File: src/source/mips_pkg.sv
package mips_pkg;

    // Primary opcode field, instr[31:26].
    typedef enum logic [5:0] {
        OP_SPECIAL = 6'h00,
        OP_JAL     = 6'h03,
        OP_BEQ     = 6'h04,
        OP_BNE     = 6'h05,
        OP_ADDIU   = 6'h09,
        OP_LW      = 6'h23,
        OP_SW      = 6'h2B
    } opcode_e;

    // Function field of SPECIAL, instr[5:0].
    typedef enum logic [5:0] {
        FN_JR   = 6'h08,
        FN_ADDU = 6'h21,
        FN_SUBU = 6'h23,
        FN_AND  = 6'h24,
        FN_OR   = 6'h25,
        FN_SLT  = 6'h2A
    } funct_e;

    typedef enum logic [2:0] {
        ALU_ADD,
        ALU_SUB,
        ALU_AND,
        ALU_OR,
        ALU_SLT
    } alu_op_e;

    typedef enum logic [2:0] {
        S_FETCH,
        S_DECODE,
        S_EXECUTE,
        S_MEM_ACCESS,
        S_WRITEBACK,
        S_HALTED
    } ctrl_state_e;

    // Avalon-MM master outputs.
    typedef struct packed {
        logic [31:0] address;
        logic        read;
        logic        write;
        logic [31:0] writedata;
        logic [3:0]  byteenable;
    } avm_req_t;

    typedef struct packed {
        logic [4:0]  rs;
        logic [4:0]  rt;
        logic [4:0]  rd;
        logic [31:0] imm;          // Sign extended.
        logic [25:0] target;       // JAL word index.
        alu_op_e     alu_op;
        logic        is_load;
        logic        is_store;
        logic        is_branch_eq;
        logic        is_branch_ne;
        logic        is_jal;
        logic        is_jr;
        logic        writes_rt;
        logic        writes_rd;
        logic        uses_imm;
        logic        illegal;
    } decoded_t;

    localparam logic [31:0] RESET_PC = 32'h4;
    localparam logic [31:0] HALT_PC  = 32'h0;
    localparam logic [4:0]  RA_REG   = 5'd31;
    localparam logic [4:0]  V0_REG   = 5'd2;

endpackage

File: src/source/mips_alu.sv
`timescale 1ns/10ps

module mips_alu (
    input  logic [31:0]       a,
    input  logic [31:0]       b,
    input  mips_pkg::alu_op_e op,
    output logic [31:0]       result,
    output logic              zero
);

    always_comb begin
        case (op)
            mips_pkg::ALU_ADD: result = a + b;  // Wraps, no overflow trap.
            mips_pkg::ALU_SUB: result = a - b;
            mips_pkg::ALU_AND: result = a & b;
            mips_pkg::ALU_OR:  result = a | b;
            mips_pkg::ALU_SLT: result = {31'd0, $signed(a) < $signed(b)};
            default:           result = '0;
        endcase
    end

    // Used by BEQ and BNE after a subtract.
    assign zero = (result == 32'd0);

endmodule

File: src/source/mips_regfile.sv
`timescale 1ns/10ps

module mips_regfile (
    input  logic        clk,
    input  logic        arst_n,
    input  logic [4:0]  raddr_a,
    input  logic [4:0]  raddr_b,
    output logic [31:0] rdata_a,
    output logic [31:0] rdata_b,
    input  logic        we,
    input  logic [4:0]  waddr,
    input  logic [31:0] wdata,
    output logic [31:0] v0
);

    logic [31:0] regs [32];

    // Reads are combinational.
    assign rdata_a = regs[raddr_a];
    assign rdata_b = regs[raddr_b];
    assign v0      = regs[mips_pkg::V0_REG];

    always_ff @(posedge clk or negedge arst_n) begin
        if (!arst_n) begin
            for (int i = 0; i < 32; i++) begin
                regs[i] <= '0;
            end
        end else if (we && waddr != 5'd0) begin  // Register 0 stays zero.
            regs[waddr] <= wdata;
        end
    end

endmodule

File: src/source/mips_decoder.sv
`timescale 1ns/10ps

module mips_decoder (
    input  logic [31:0]        instr,
    output mips_pkg::decoded_t dec
);

    mips_pkg::opcode_e opcode;
    mips_pkg::funct_e  funct;

    assign opcode = mips_pkg::opcode_e'(instr[31:26]);
    assign funct  = mips_pkg::funct_e'(instr[5:0]);

    always_comb begin
        dec        = '0;
        dec.rs     = instr[25:21];
        dec.rt     = instr[20:16];
        dec.rd     = instr[15:11];
        dec.imm    = {{16{instr[15]}}, instr[15:0]};
        dec.target = instr[25:0];
        dec.alu_op = mips_pkg::ALU_ADD;

        case (opcode)
            mips_pkg::OP_SPECIAL: begin
                dec.writes_rd = 1'b1;
                case (funct)
                    mips_pkg::FN_ADDU: dec.alu_op = mips_pkg::ALU_ADD;
                    mips_pkg::FN_SUBU: dec.alu_op = mips_pkg::ALU_SUB;
                    mips_pkg::FN_AND:  dec.alu_op = mips_pkg::ALU_AND;
                    mips_pkg::FN_OR:   dec.alu_op = mips_pkg::ALU_OR;
                    mips_pkg::FN_SLT:  dec.alu_op = mips_pkg::ALU_SLT;
                    mips_pkg::FN_JR: begin
                        dec.writes_rd = 1'b0;
                        dec.is_jr     = 1'b1;  // Target comes from rs.
                    end
                    default: begin
                        dec.writes_rd = 1'b0;
                        dec.illegal   = 1'b1;
                    end
                endcase
            end
            mips_pkg::OP_ADDIU: begin
                dec.uses_imm  = 1'b1;
                dec.writes_rt = 1'b1;
            end
            mips_pkg::OP_LW: begin
                dec.uses_imm  = 1'b1;
                dec.writes_rt = 1'b1;
                dec.is_load   = 1'b1;
            end
            mips_pkg::OP_SW: begin
                dec.uses_imm = 1'b1;
                dec.is_store = 1'b1;
            end
            mips_pkg::OP_BEQ: begin
                dec.alu_op       = mips_pkg::ALU_SUB;
                dec.is_branch_eq = 1'b1;
            end
            mips_pkg::OP_BNE: begin
                dec.alu_op       = mips_pkg::ALU_SUB;
                dec.is_branch_ne = 1'b1;
            end
            mips_pkg::OP_JAL: dec.is_jal = 1'b1;
            default:          dec.illegal = 1'b1;  // Outside the subset.
        endcase
    end

endmodule

File: src/source/mips_control.sv
`timescale 1ns/10ps

module mips_control (
    input  logic               clk,
    input  logic               arst_n,
    output mips_pkg::avm_req_t avm_req,
    input  logic [31:0]        readdata,
    input  logic               waitrequest,
    output logic [31:0]        instr,
    input  mips_pkg::decoded_t dec,
    input  logic [31:0]        rf_rdata_a,
    input  logic [31:0]        rf_rdata_b,
    output logic               rf_we,
    output logic [4:0]         rf_waddr,
    output logic [31:0]        rf_wdata,
    output logic [31:0]        alu_a,
    output logic [31:0]        alu_b,
    output mips_pkg::alu_op_e  alu_op,
    input  logic [31:0]        alu_result,
    input  logic               alu_zero,
    output logic               active
);

    mips_pkg::ctrl_state_e state;
    logic [31:0] pc;
    logic [31:0] pc_plus4;
    logic [31:0] next_pc;
    logic [31:0] next_pc_q;
    logic [31:0] opa_q;
    logic [31:0] opb_q;
    logic [31:0] result_q;
    logic [31:0] mdr_q;
    logic        branch_taken;
    logic        xfer_done;
    logic [31:0] req_address;
    logic        req_read;
    logic        req_write;
    logic [31:0] req_writedata;

    assign avm_req = '{address: req_address, read: req_read, write: req_write,
                       writedata: req_writedata, byteenable: 4'hF};  // Word access only.
    assign xfer_done = (req_read || req_write) && !waitrequest;

    assign pc_plus4 = pc + 32'd4;
    assign alu_op   = dec.alu_op;
    assign alu_a    = opa_q;
    assign alu_b    = dec.uses_imm ? dec.imm : opb_q;

    assign branch_taken = (dec.is_branch_eq && alu_zero) || (dec.is_branch_ne && !alu_zero);

    always_comb begin
        if (dec.is_jr)
            next_pc = opa_q;
        else if (dec.is_jal)
            next_pc = {pc_plus4[31:28], dec.target, 2'b00};
        else if (branch_taken)
            next_pc = pc_plus4 + {dec.imm[29:0], 2'b00};  // Word offset from pc+4.
        else
            next_pc = pc_plus4;
    end

    // Writeback port.
    assign rf_we = (state == mips_pkg::S_WRITEBACK) &&
                   (dec.writes_rt || dec.writes_rd || dec.is_jal);
    assign rf_waddr = dec.is_jal ? mips_pkg::RA_REG : (dec.writes_rt ? dec.rt : dec.rd);
    assign rf_wdata = dec.is_load ? mdr_q : (dec.is_jal ? pc_plus4 : result_q);

    // Datapath latches.
    always_ff @(posedge clk) begin
        case (state)
            mips_pkg::S_FETCH:      if (xfer_done) instr <= readdata;
            mips_pkg::S_DECODE: begin
                opa_q <= rf_rdata_a;
                opb_q <= rf_rdata_b;
            end
            mips_pkg::S_EXECUTE: begin
                result_q  <= alu_result;
                next_pc_q <= next_pc;
            end
            mips_pkg::S_MEM_ACCESS: if (xfer_done && req_read) mdr_q <= readdata;
            default: ;
        endcase
    end

    always_ff @(posedge clk or negedge arst_n) begin
        if (!arst_n) begin
            state         <= mips_pkg::S_FETCH;
            pc            <= mips_pkg::RESET_PC;
            active        <= 1'b1;
            req_address   <= '0;
            req_read      <= 1'b0;
            req_write     <= 1'b0;
            req_writedata <= '0;
        end else begin
            case (state)
                mips_pkg::S_FETCH: begin
                    if (!req_read) begin           // First fetch after reset.
                        req_read    <= 1'b1;
                        req_address <= pc;
                    end else if (!waitrequest) begin
                        req_read <= 1'b0;
                        state    <= mips_pkg::S_DECODE;
                    end
                end
                mips_pkg::S_DECODE: begin
                    if (dec.illegal) begin
                        active <= 1'b0;
                        state  <= mips_pkg::S_HALTED;
                    end else begin
                        state <= mips_pkg::S_EXECUTE;
                    end
                end
                mips_pkg::S_EXECUTE: begin
                    if (dec.is_load || dec.is_store) begin
                        req_address   <= alu_result;
                        req_read      <= dec.is_load;
                        req_write     <= dec.is_store;
                        req_writedata <= opb_q;
                        state         <= mips_pkg::S_MEM_ACCESS;
                    end else begin
                        state <= mips_pkg::S_WRITEBACK;
                    end
                end
                mips_pkg::S_MEM_ACCESS: begin
                    if (!waitrequest) begin
                        req_read  <= 1'b0;
                        req_write <= 1'b0;
                        state     <= mips_pkg::S_WRITEBACK;
                    end
                end
                mips_pkg::S_WRITEBACK: begin
                    pc <= next_pc_q;
                    if (next_pc_q == mips_pkg::HALT_PC) begin
                        active <= 1'b0;                // End of program.
                        state  <= mips_pkg::S_HALTED;
                    end else begin
                        req_read    <= 1'b1;           // Next fetch goes out now.
                        req_address <= next_pc_q;
                        state       <= mips_pkg::S_FETCH;
                    end
                end
                default: state <= mips_pkg::S_HALTED;
            endcase
        end
    end

    a_one_request: assert property (@(posedge clk) disable iff (!arst_n)
        !(avm_req.read && avm_req.write));

    // Slave may stall; the master holds everything until the transfer completes.
    a_stable_stall: assert property (@(posedge clk) disable iff (!arst_n)
        (avm_req.read || avm_req.write) && waitrequest |=> $stable(avm_req));

    a_halted_quiet: assert property (@(posedge clk) disable iff (!arst_n)
        state == mips_pkg::S_HALTED |-> !avm_req.read && !avm_req.write && !active);

endmodule

File: src/source/mips_cpu.sv
`timescale 1ns/10ps

module mips_cpu (
    input  logic               clk,
    input  logic               arst_n,
    output logic               active,
    output logic [31:0]        register_v0,
    output mips_pkg::avm_req_t avm_req,
    input  logic [31:0]        readdata,
    input  logic               waitrequest
);

    logic [31:0]        instr;
    mips_pkg::decoded_t dec;
    logic [31:0]        rf_rdata_a;
    logic [31:0]        rf_rdata_b;
    logic               rf_we;
    logic [4:0]         rf_waddr;
    logic [31:0]        rf_wdata;
    logic [31:0]        alu_a;
    logic [31:0]        alu_b;
    mips_pkg::alu_op_e  alu_op;
    logic [31:0]        alu_result;
    logic               alu_zero;

    mips_control control_i (
        .clk         (clk),
        .arst_n      (arst_n),
        .avm_req     (avm_req),
        .readdata    (readdata),
        .waitrequest (waitrequest),
        .instr       (instr),
        .dec         (dec),
        .rf_rdata_a  (rf_rdata_a),
        .rf_rdata_b  (rf_rdata_b),
        .rf_we       (rf_we),
        .rf_waddr    (rf_waddr),
        .rf_wdata    (rf_wdata),
        .alu_a       (alu_a),
        .alu_b       (alu_b),
        .alu_op      (alu_op),
        .alu_result  (alu_result),
        .alu_zero    (alu_zero),
        .active      (active)
    );

    mips_decoder decoder_i (
        .instr (instr),
        .dec   (dec)
    );

    // Operand reads follow the rs and rt fields of the held instruction.
    mips_regfile regfile_i (
        .clk     (clk),
        .arst_n  (arst_n),
        .raddr_a (dec.rs),
        .raddr_b (dec.rt),
        .rdata_a (rf_rdata_a),
        .rdata_b (rf_rdata_b),
        .we      (rf_we),
        .waddr   (rf_waddr),
        .wdata   (rf_wdata),
        .v0      (register_v0)
    );

    mips_alu alu_i (
        .a      (alu_a),
        .b      (alu_b),
        .op     (alu_op),
        .result (alu_result),
        .zero   (alu_zero)
    );

endmodule

File: config.mk
export PLATFORM = sky130hd
export DESIGN_NAME = mips_cpu
export DESIGN_NICKNAME = d
export VERILOG_FILES = /design/src/source/mips_pkg.sv /design/src/source/mips_alu.sv /design/src/source/mips_regfile.sv /design/src/source/mips_decoder.sv /design/src/source/mips_control.sv /design/src/source/mips_cpu.sv
export SDC_FILE = /design/constraint.sdc
export NUM_CORES = 2
export LEC_CHECK = 0
export BUFFER_PORTS_ARGS = -buffer_cell sky130_fd_sc_hd__buf_4
export CORE_ASPECT_RATIO = 2
export CORE_UTILIZATION = 64
export CTS_CLUSTER_DIAMETER = 120
export CTS_CLUSTER_SIZE = 12
export DETAILED_ROUTE_END_ITERATION = 12
export PLACE_DENSITY = 0.82
export SLEW_MARGIN = 10
export SYNTH_ARGS = -nofsm -noshare
export SYNTH_HDL_FRONTEND = slang
export SYNTH_HIERARCHICAL = 1
export SYNTH_SLANG_ARGS = --single-unit
File: constraint.sdc
create_clock -name clk -period 7.84 [get_ports clk]
set_input_delay 1.176 -clock clk [delete_from_list [all_inputs] [get_ports clk]]
set_output_delay 1.176 -clock clk [all_outputs]
set_load 0.03 [all_outputs]
==> results.sh <==
export IMPL_vdd_drop_max_mv=0.301
export IMPL_hpwl_mm=151
export IMPL_hold_viol=0
export IMPL_endpoint_kind="flop"
export IMPL_rows=179
export IMPL_setup_viol=0
export IMPL_avgRoutedWirePerCell_um=29.5
export IMPL_drt_total_wl_mm=239
export IMPL_crit_slowest_cell="or3_2"
export IMPL_cts_tree="yes"
export IMPL_fp_dieH_um=491
export IMPL_muxShareOfSynthArea_pct=29.9
export IMPL_synth_top_family_by_area="multiplexers"
export IMPL_post_cts_buffers=0
export IMPL_grt_max_degree=157
export IMPL_synthAdderAreaFrac_pct=2.40
export IMPL_fin_cells=8107
export IMPL_ctsHtreeMaxLevel=3
export IMPL_numPortBuffers=133
export IMPL_synth_seq_cells=1318
export IMPL_cp_top_family="simple AND/OR/NAND/NOR gates"
export IMPL_min_path_type="flop to flop"
export IMPL_ys_flop_type="dfrtp_1"
export IMPL_critPathCapture="control_i/next_pc_q[28]$_DFFE_PN_"
export IMPL_worst_pin_slew_ns=1.31
export IMPL_globalRouteOverflowTotal=0
export IMPL_clock_path_buffers=3
export IMPL_fin_crit_sh_pct=97.2
export IMPL_synthSimpleGateAreaFrac_pct=6.83
export IMPL_r2r_start="control_i/instr[27]$_DFFE_PP_"
export IMPL_core_area_um2=119000
export IMPL_drtAntennaViolNets=0
export IMPL_max_stage_delay_ns=0.57
export IMPL_root_buffer="clkbuf_16"
export IMPL_cp_common_cell="a21oi_1"
export IMPL_avgSynthCellArea_um2=11.2
export IMPL_path_buf_inv=4
export IMPL_power_density_nw_per_um2=228
export IMPL_fin_tns_setup_ns=0
export IMPL_fmax_ghz=0.131
export IMPL_async_flop_share_pct=85.4
export IMPL_postCtsResizedCells=0
export IMPL_fin_nets=6707
export IMPL_vias=57600
export IMPL_rr_worst_depth=25
export IMPL_drtIter0Drc=5627
export IMPL_fillers=8700
export IMPL_placed_area_um2=77600
export IMPL_timing_rr_end="control_i/next_pc_q[28]$_DFFE_PN_"
export IMPL_place_congestion=1.05
export IMPL_cp_max_fo=22
export IMPL_area_growth_pct=5.89
export IMPL_clk_transition_reported_paths_ns=0.07
export IMPL_cp_startpoint="control_i/instr[27]$_DFFE_PP_"
export IMPL_drv_slew=0
export IMPL_min_period_ns=7.62
export IMPL_first_global_vias=58800
export IMPL_outcome="complete, no violations"
export IMPL_dp_cells=7944
export IMPL_die_area_um2=121000
export IMPL_clock_latency_ns=0.79
export IMPL_rsz0062_at_grt="false"
export IMPL_syn_inst=6823
export IMPL_yosysWarnings=6
export IMPL_yosysSeqAreaShare_pct=44.4
export IMPL_timing_worst_setup_path_type="flop to flop"
export IMPL_cts_hold_fix_buffers=0
export IMPL_drive_gt1_share_pct=24.5
export IMPL_cp_depth=25
export IMPL_cts_made_buffers=119
export IMPL_fp_dieW_um=246
export IMPL_grt_first_pass_wirelength_mm=356
export IMPL_synth_xor_area_share_pct=0.810
export IMPL_fin_worst_skew_ns=0.0352
export IMPL_synth_compound_area_share_pct=10.4
export IMPL_routed_via_density=7.10
export IMPL_cap_violations=0
export IMPL_r2r_slack_ns=0.22
export IMPL_io_pins=138
export IMPL_critPathLaunchType="flop"
export IMPL_start_util_pct=64.4
export IMPL_grtUsageTotal_pct=39.1
export IMPL_leakage_nw=38.6
export IMPL_drt_pass1_iterations=8
export IMPL_max_slew_margin_pct=12.5
export IMPL_ys_types=101
export IMPL_arrival_ns=8.26
export IMPL_clock_sinks=1318
export IMPL_synth_edf_count=192
export IMPL_antenna_found_initial=8
export IMPL_finalInstanceArea_um2=80900
export IMPL_finalPower_mw=18.5
export IMPL_synth_area_um2=76400
export IMPL_cp_required_ns=8.48
export IMPL_drc=0
## stage by stage
stage / utilization [%] / worst slack, ns / hold WS, ns
after floorplan: - / 1.75 / 0.449
after global placement: 65.4 / 0.649 / 0.384
after detailed placement: 65.4 / 0.572 / 0.388
after CTS: 68.1 / 0.536 / 0.401
after global routing: 68.2 / 0.112 / 0.412
final: 68.2 / 0.222 / 0.398
## report_power, final
part / total [mW] / leakage [nW] / internal, mW / switching, mW
Clock: 5.34 / 1.58 / 2.76 / 2.58
Combinational: 5.26 / 19.7 / 1.87 / 3.39
Sequential: 7.88 / 17.3 / 7.43 / 0.450
Total: 18.5 / 38.6 / 12.1 / 6.42
## worst register-to-register path, delay by kind of cell, from the launching register on
kind	cells	cell delay (ns)
compound gates	8	2.18
flops	1	0.46
mux	2	0.71
buf+inv	4	0.95
simple gates	10	2.83
fa+ha+maj	1	0.32
## cell usage in the layout (no fill, tap or decap), drive strengths merged, types with 9 or more instances in the layout
master | Yosys | final
and3 | 20 | 20
xnor2 | 41 | 41
o22ai | 19 | 19
a22o | 162 | 162
o21bai | 11 | 11
nor4 | 18 | 18
nand2b | 20 | 20
o21ai | 185 | 185
mux2i | 1061 | 1061
xor2 | 28 | 28
o211ai | 32 | 32
ha | 142 | 142
edfxtp | 192 | 192
clkbuf | 301 | 154
nand2 | 433 | 433
nand4 | 18 | 18
nor2 | 153 | 153
or2 | 13 | 13
a31oi | 87 | 87
a21oi | 358 | 358
nor3 | 115 | 115
mux2 | 1083 | 1083
nand3 | 235 | 235
a21o | 31 | 31
and2 | 9 | 9
or3 | 14 | 14
dfrtp | 1124 | 1124
inv | 133 | 138
o31a | 10 | 10
o21a | 10 | 10
buf | 396 | 277
nor2b | 16 | 16
o31ai | 15 | 15
a211o | 9 | 9
a211oi | 25 | 25
a22oi | 192 | 192
## metal layers
metal | global-route usage, % | up-vias | share of wire [%]
li1 | - | 24200 | -
met2 | 64.9 | 3252 | 49
met1 | 44.5 | 29000 | 35
met5 | 0 | - | 0.026
met4 | 29.9 | 8 | 8.6
met3 | 6.99 | 1125 | 8.1
## synthesized netlist by cell type (all sizes together) (16+ instances only)
cell,number,area share (%)
nor3,115,0.78
nor2,153,0.79
and3,20,0.16
ha,142,2.3
mux2i,1061,14
o22ai,19,0.16
clkbuf,301,1.5
a31oi,87,0.71
nand2,433,2.1
o21ai,185,1.2
nand2b,20,0.17
nor2b,16,0.13
a22oi,192,1.9
dfrtp,1124,37
nand4,18,0.17
inv,133,0.65
buf,396,3.1
nor4,18,0.15
a21oi,358,2.3
mux2,1083,16
edfxtp,192,7.5
a22o,162,1.9
xor2,28,0.34
a21o,31,0.31
xnor2,41,0.47
nand3,235,1.5
o211ai,32,0.31
a211oi,25,0.26
## sequential cells by signal (all words and copies together), names as in the netlist, 32 cells and up
signal / count
control_i/mdr_q: 32
control_i/next_pc_q: 32
control_i/pc: 32
control_i/result_q: 32
regfile_i/regs: 992
control_i/opb_q: 32
regfile_i/v0: 32
control_i/alu_a: 32
control_i/req_address: 32
control_i/instr: 32
control_i/req_writedata: 32
## logic make-up (layout without fill, tap and decap cells)
| kind of cell | Yosys count | count (layout) |
|---|---|---|
| other | 1 | 6 |
| xor gates and xnor gates | 69 | 69 |
| buffers and inverters | 831 | 572 |
| and+or+nand+nor | 1107 | 1107 |
| AOI/OAI and AO/OA | 1208 | 1208 |
| adders and majority gates | 145 | 145 |
| DFF | 1318 | 1318 |
| muxes | 2144 | 2144 |
## worst min-delay path by stage
stage	startpoint	to	slack (ns)	cells past startpoint
2_1_floorplan	regfile_i/regs[1000]$_DFFE_PN0P_	regfile_i/regs[1000]$_DFFE_PN0P_	0.45	1
3_3_place_gp	regfile_i/regs[1011]$_DFFE_PN0P_	regfile_i/regs[1011]$_DFFE_PN0P_	0.38	0
3_5_place_dp	regfile_i/regs[1005]$_DFFE_PN0P_	regfile_i/regs[1005]$_DFFE_PN0P_	0.39	0
4_1_cts	regfile_i/regs[1005]$_DFFE_PN0P_	regfile_i/regs[1005]$_DFFE_PN0P_	0.40	0
5_1_grt	regfile_i/regs[1021]$_DFFE_PN0P_	regfile_i/regs[1021]$_DFFE_PN0P_	0.41	0
6_report	regfile_i/regs[1020]$_DFFE_PN0P_	regfile_i/regs[1020]$_DFFE_PN0P_	0.40	0
## final cells by class
cell class,count,area [µm²],area share (%)
clock inverter,7,135,0.167
multi-input combinational,4677,38900,48.1
clock buffer,154,3120,3.85
antenna,2,5.00,0.00618
sequential,1318,33900,41.9
inverter,134,503,0.622
tap,1538,1920,2.38
timing repair buffer,277,2370,2.93
No activity file was read; power rests on OpenSTA's default activity.
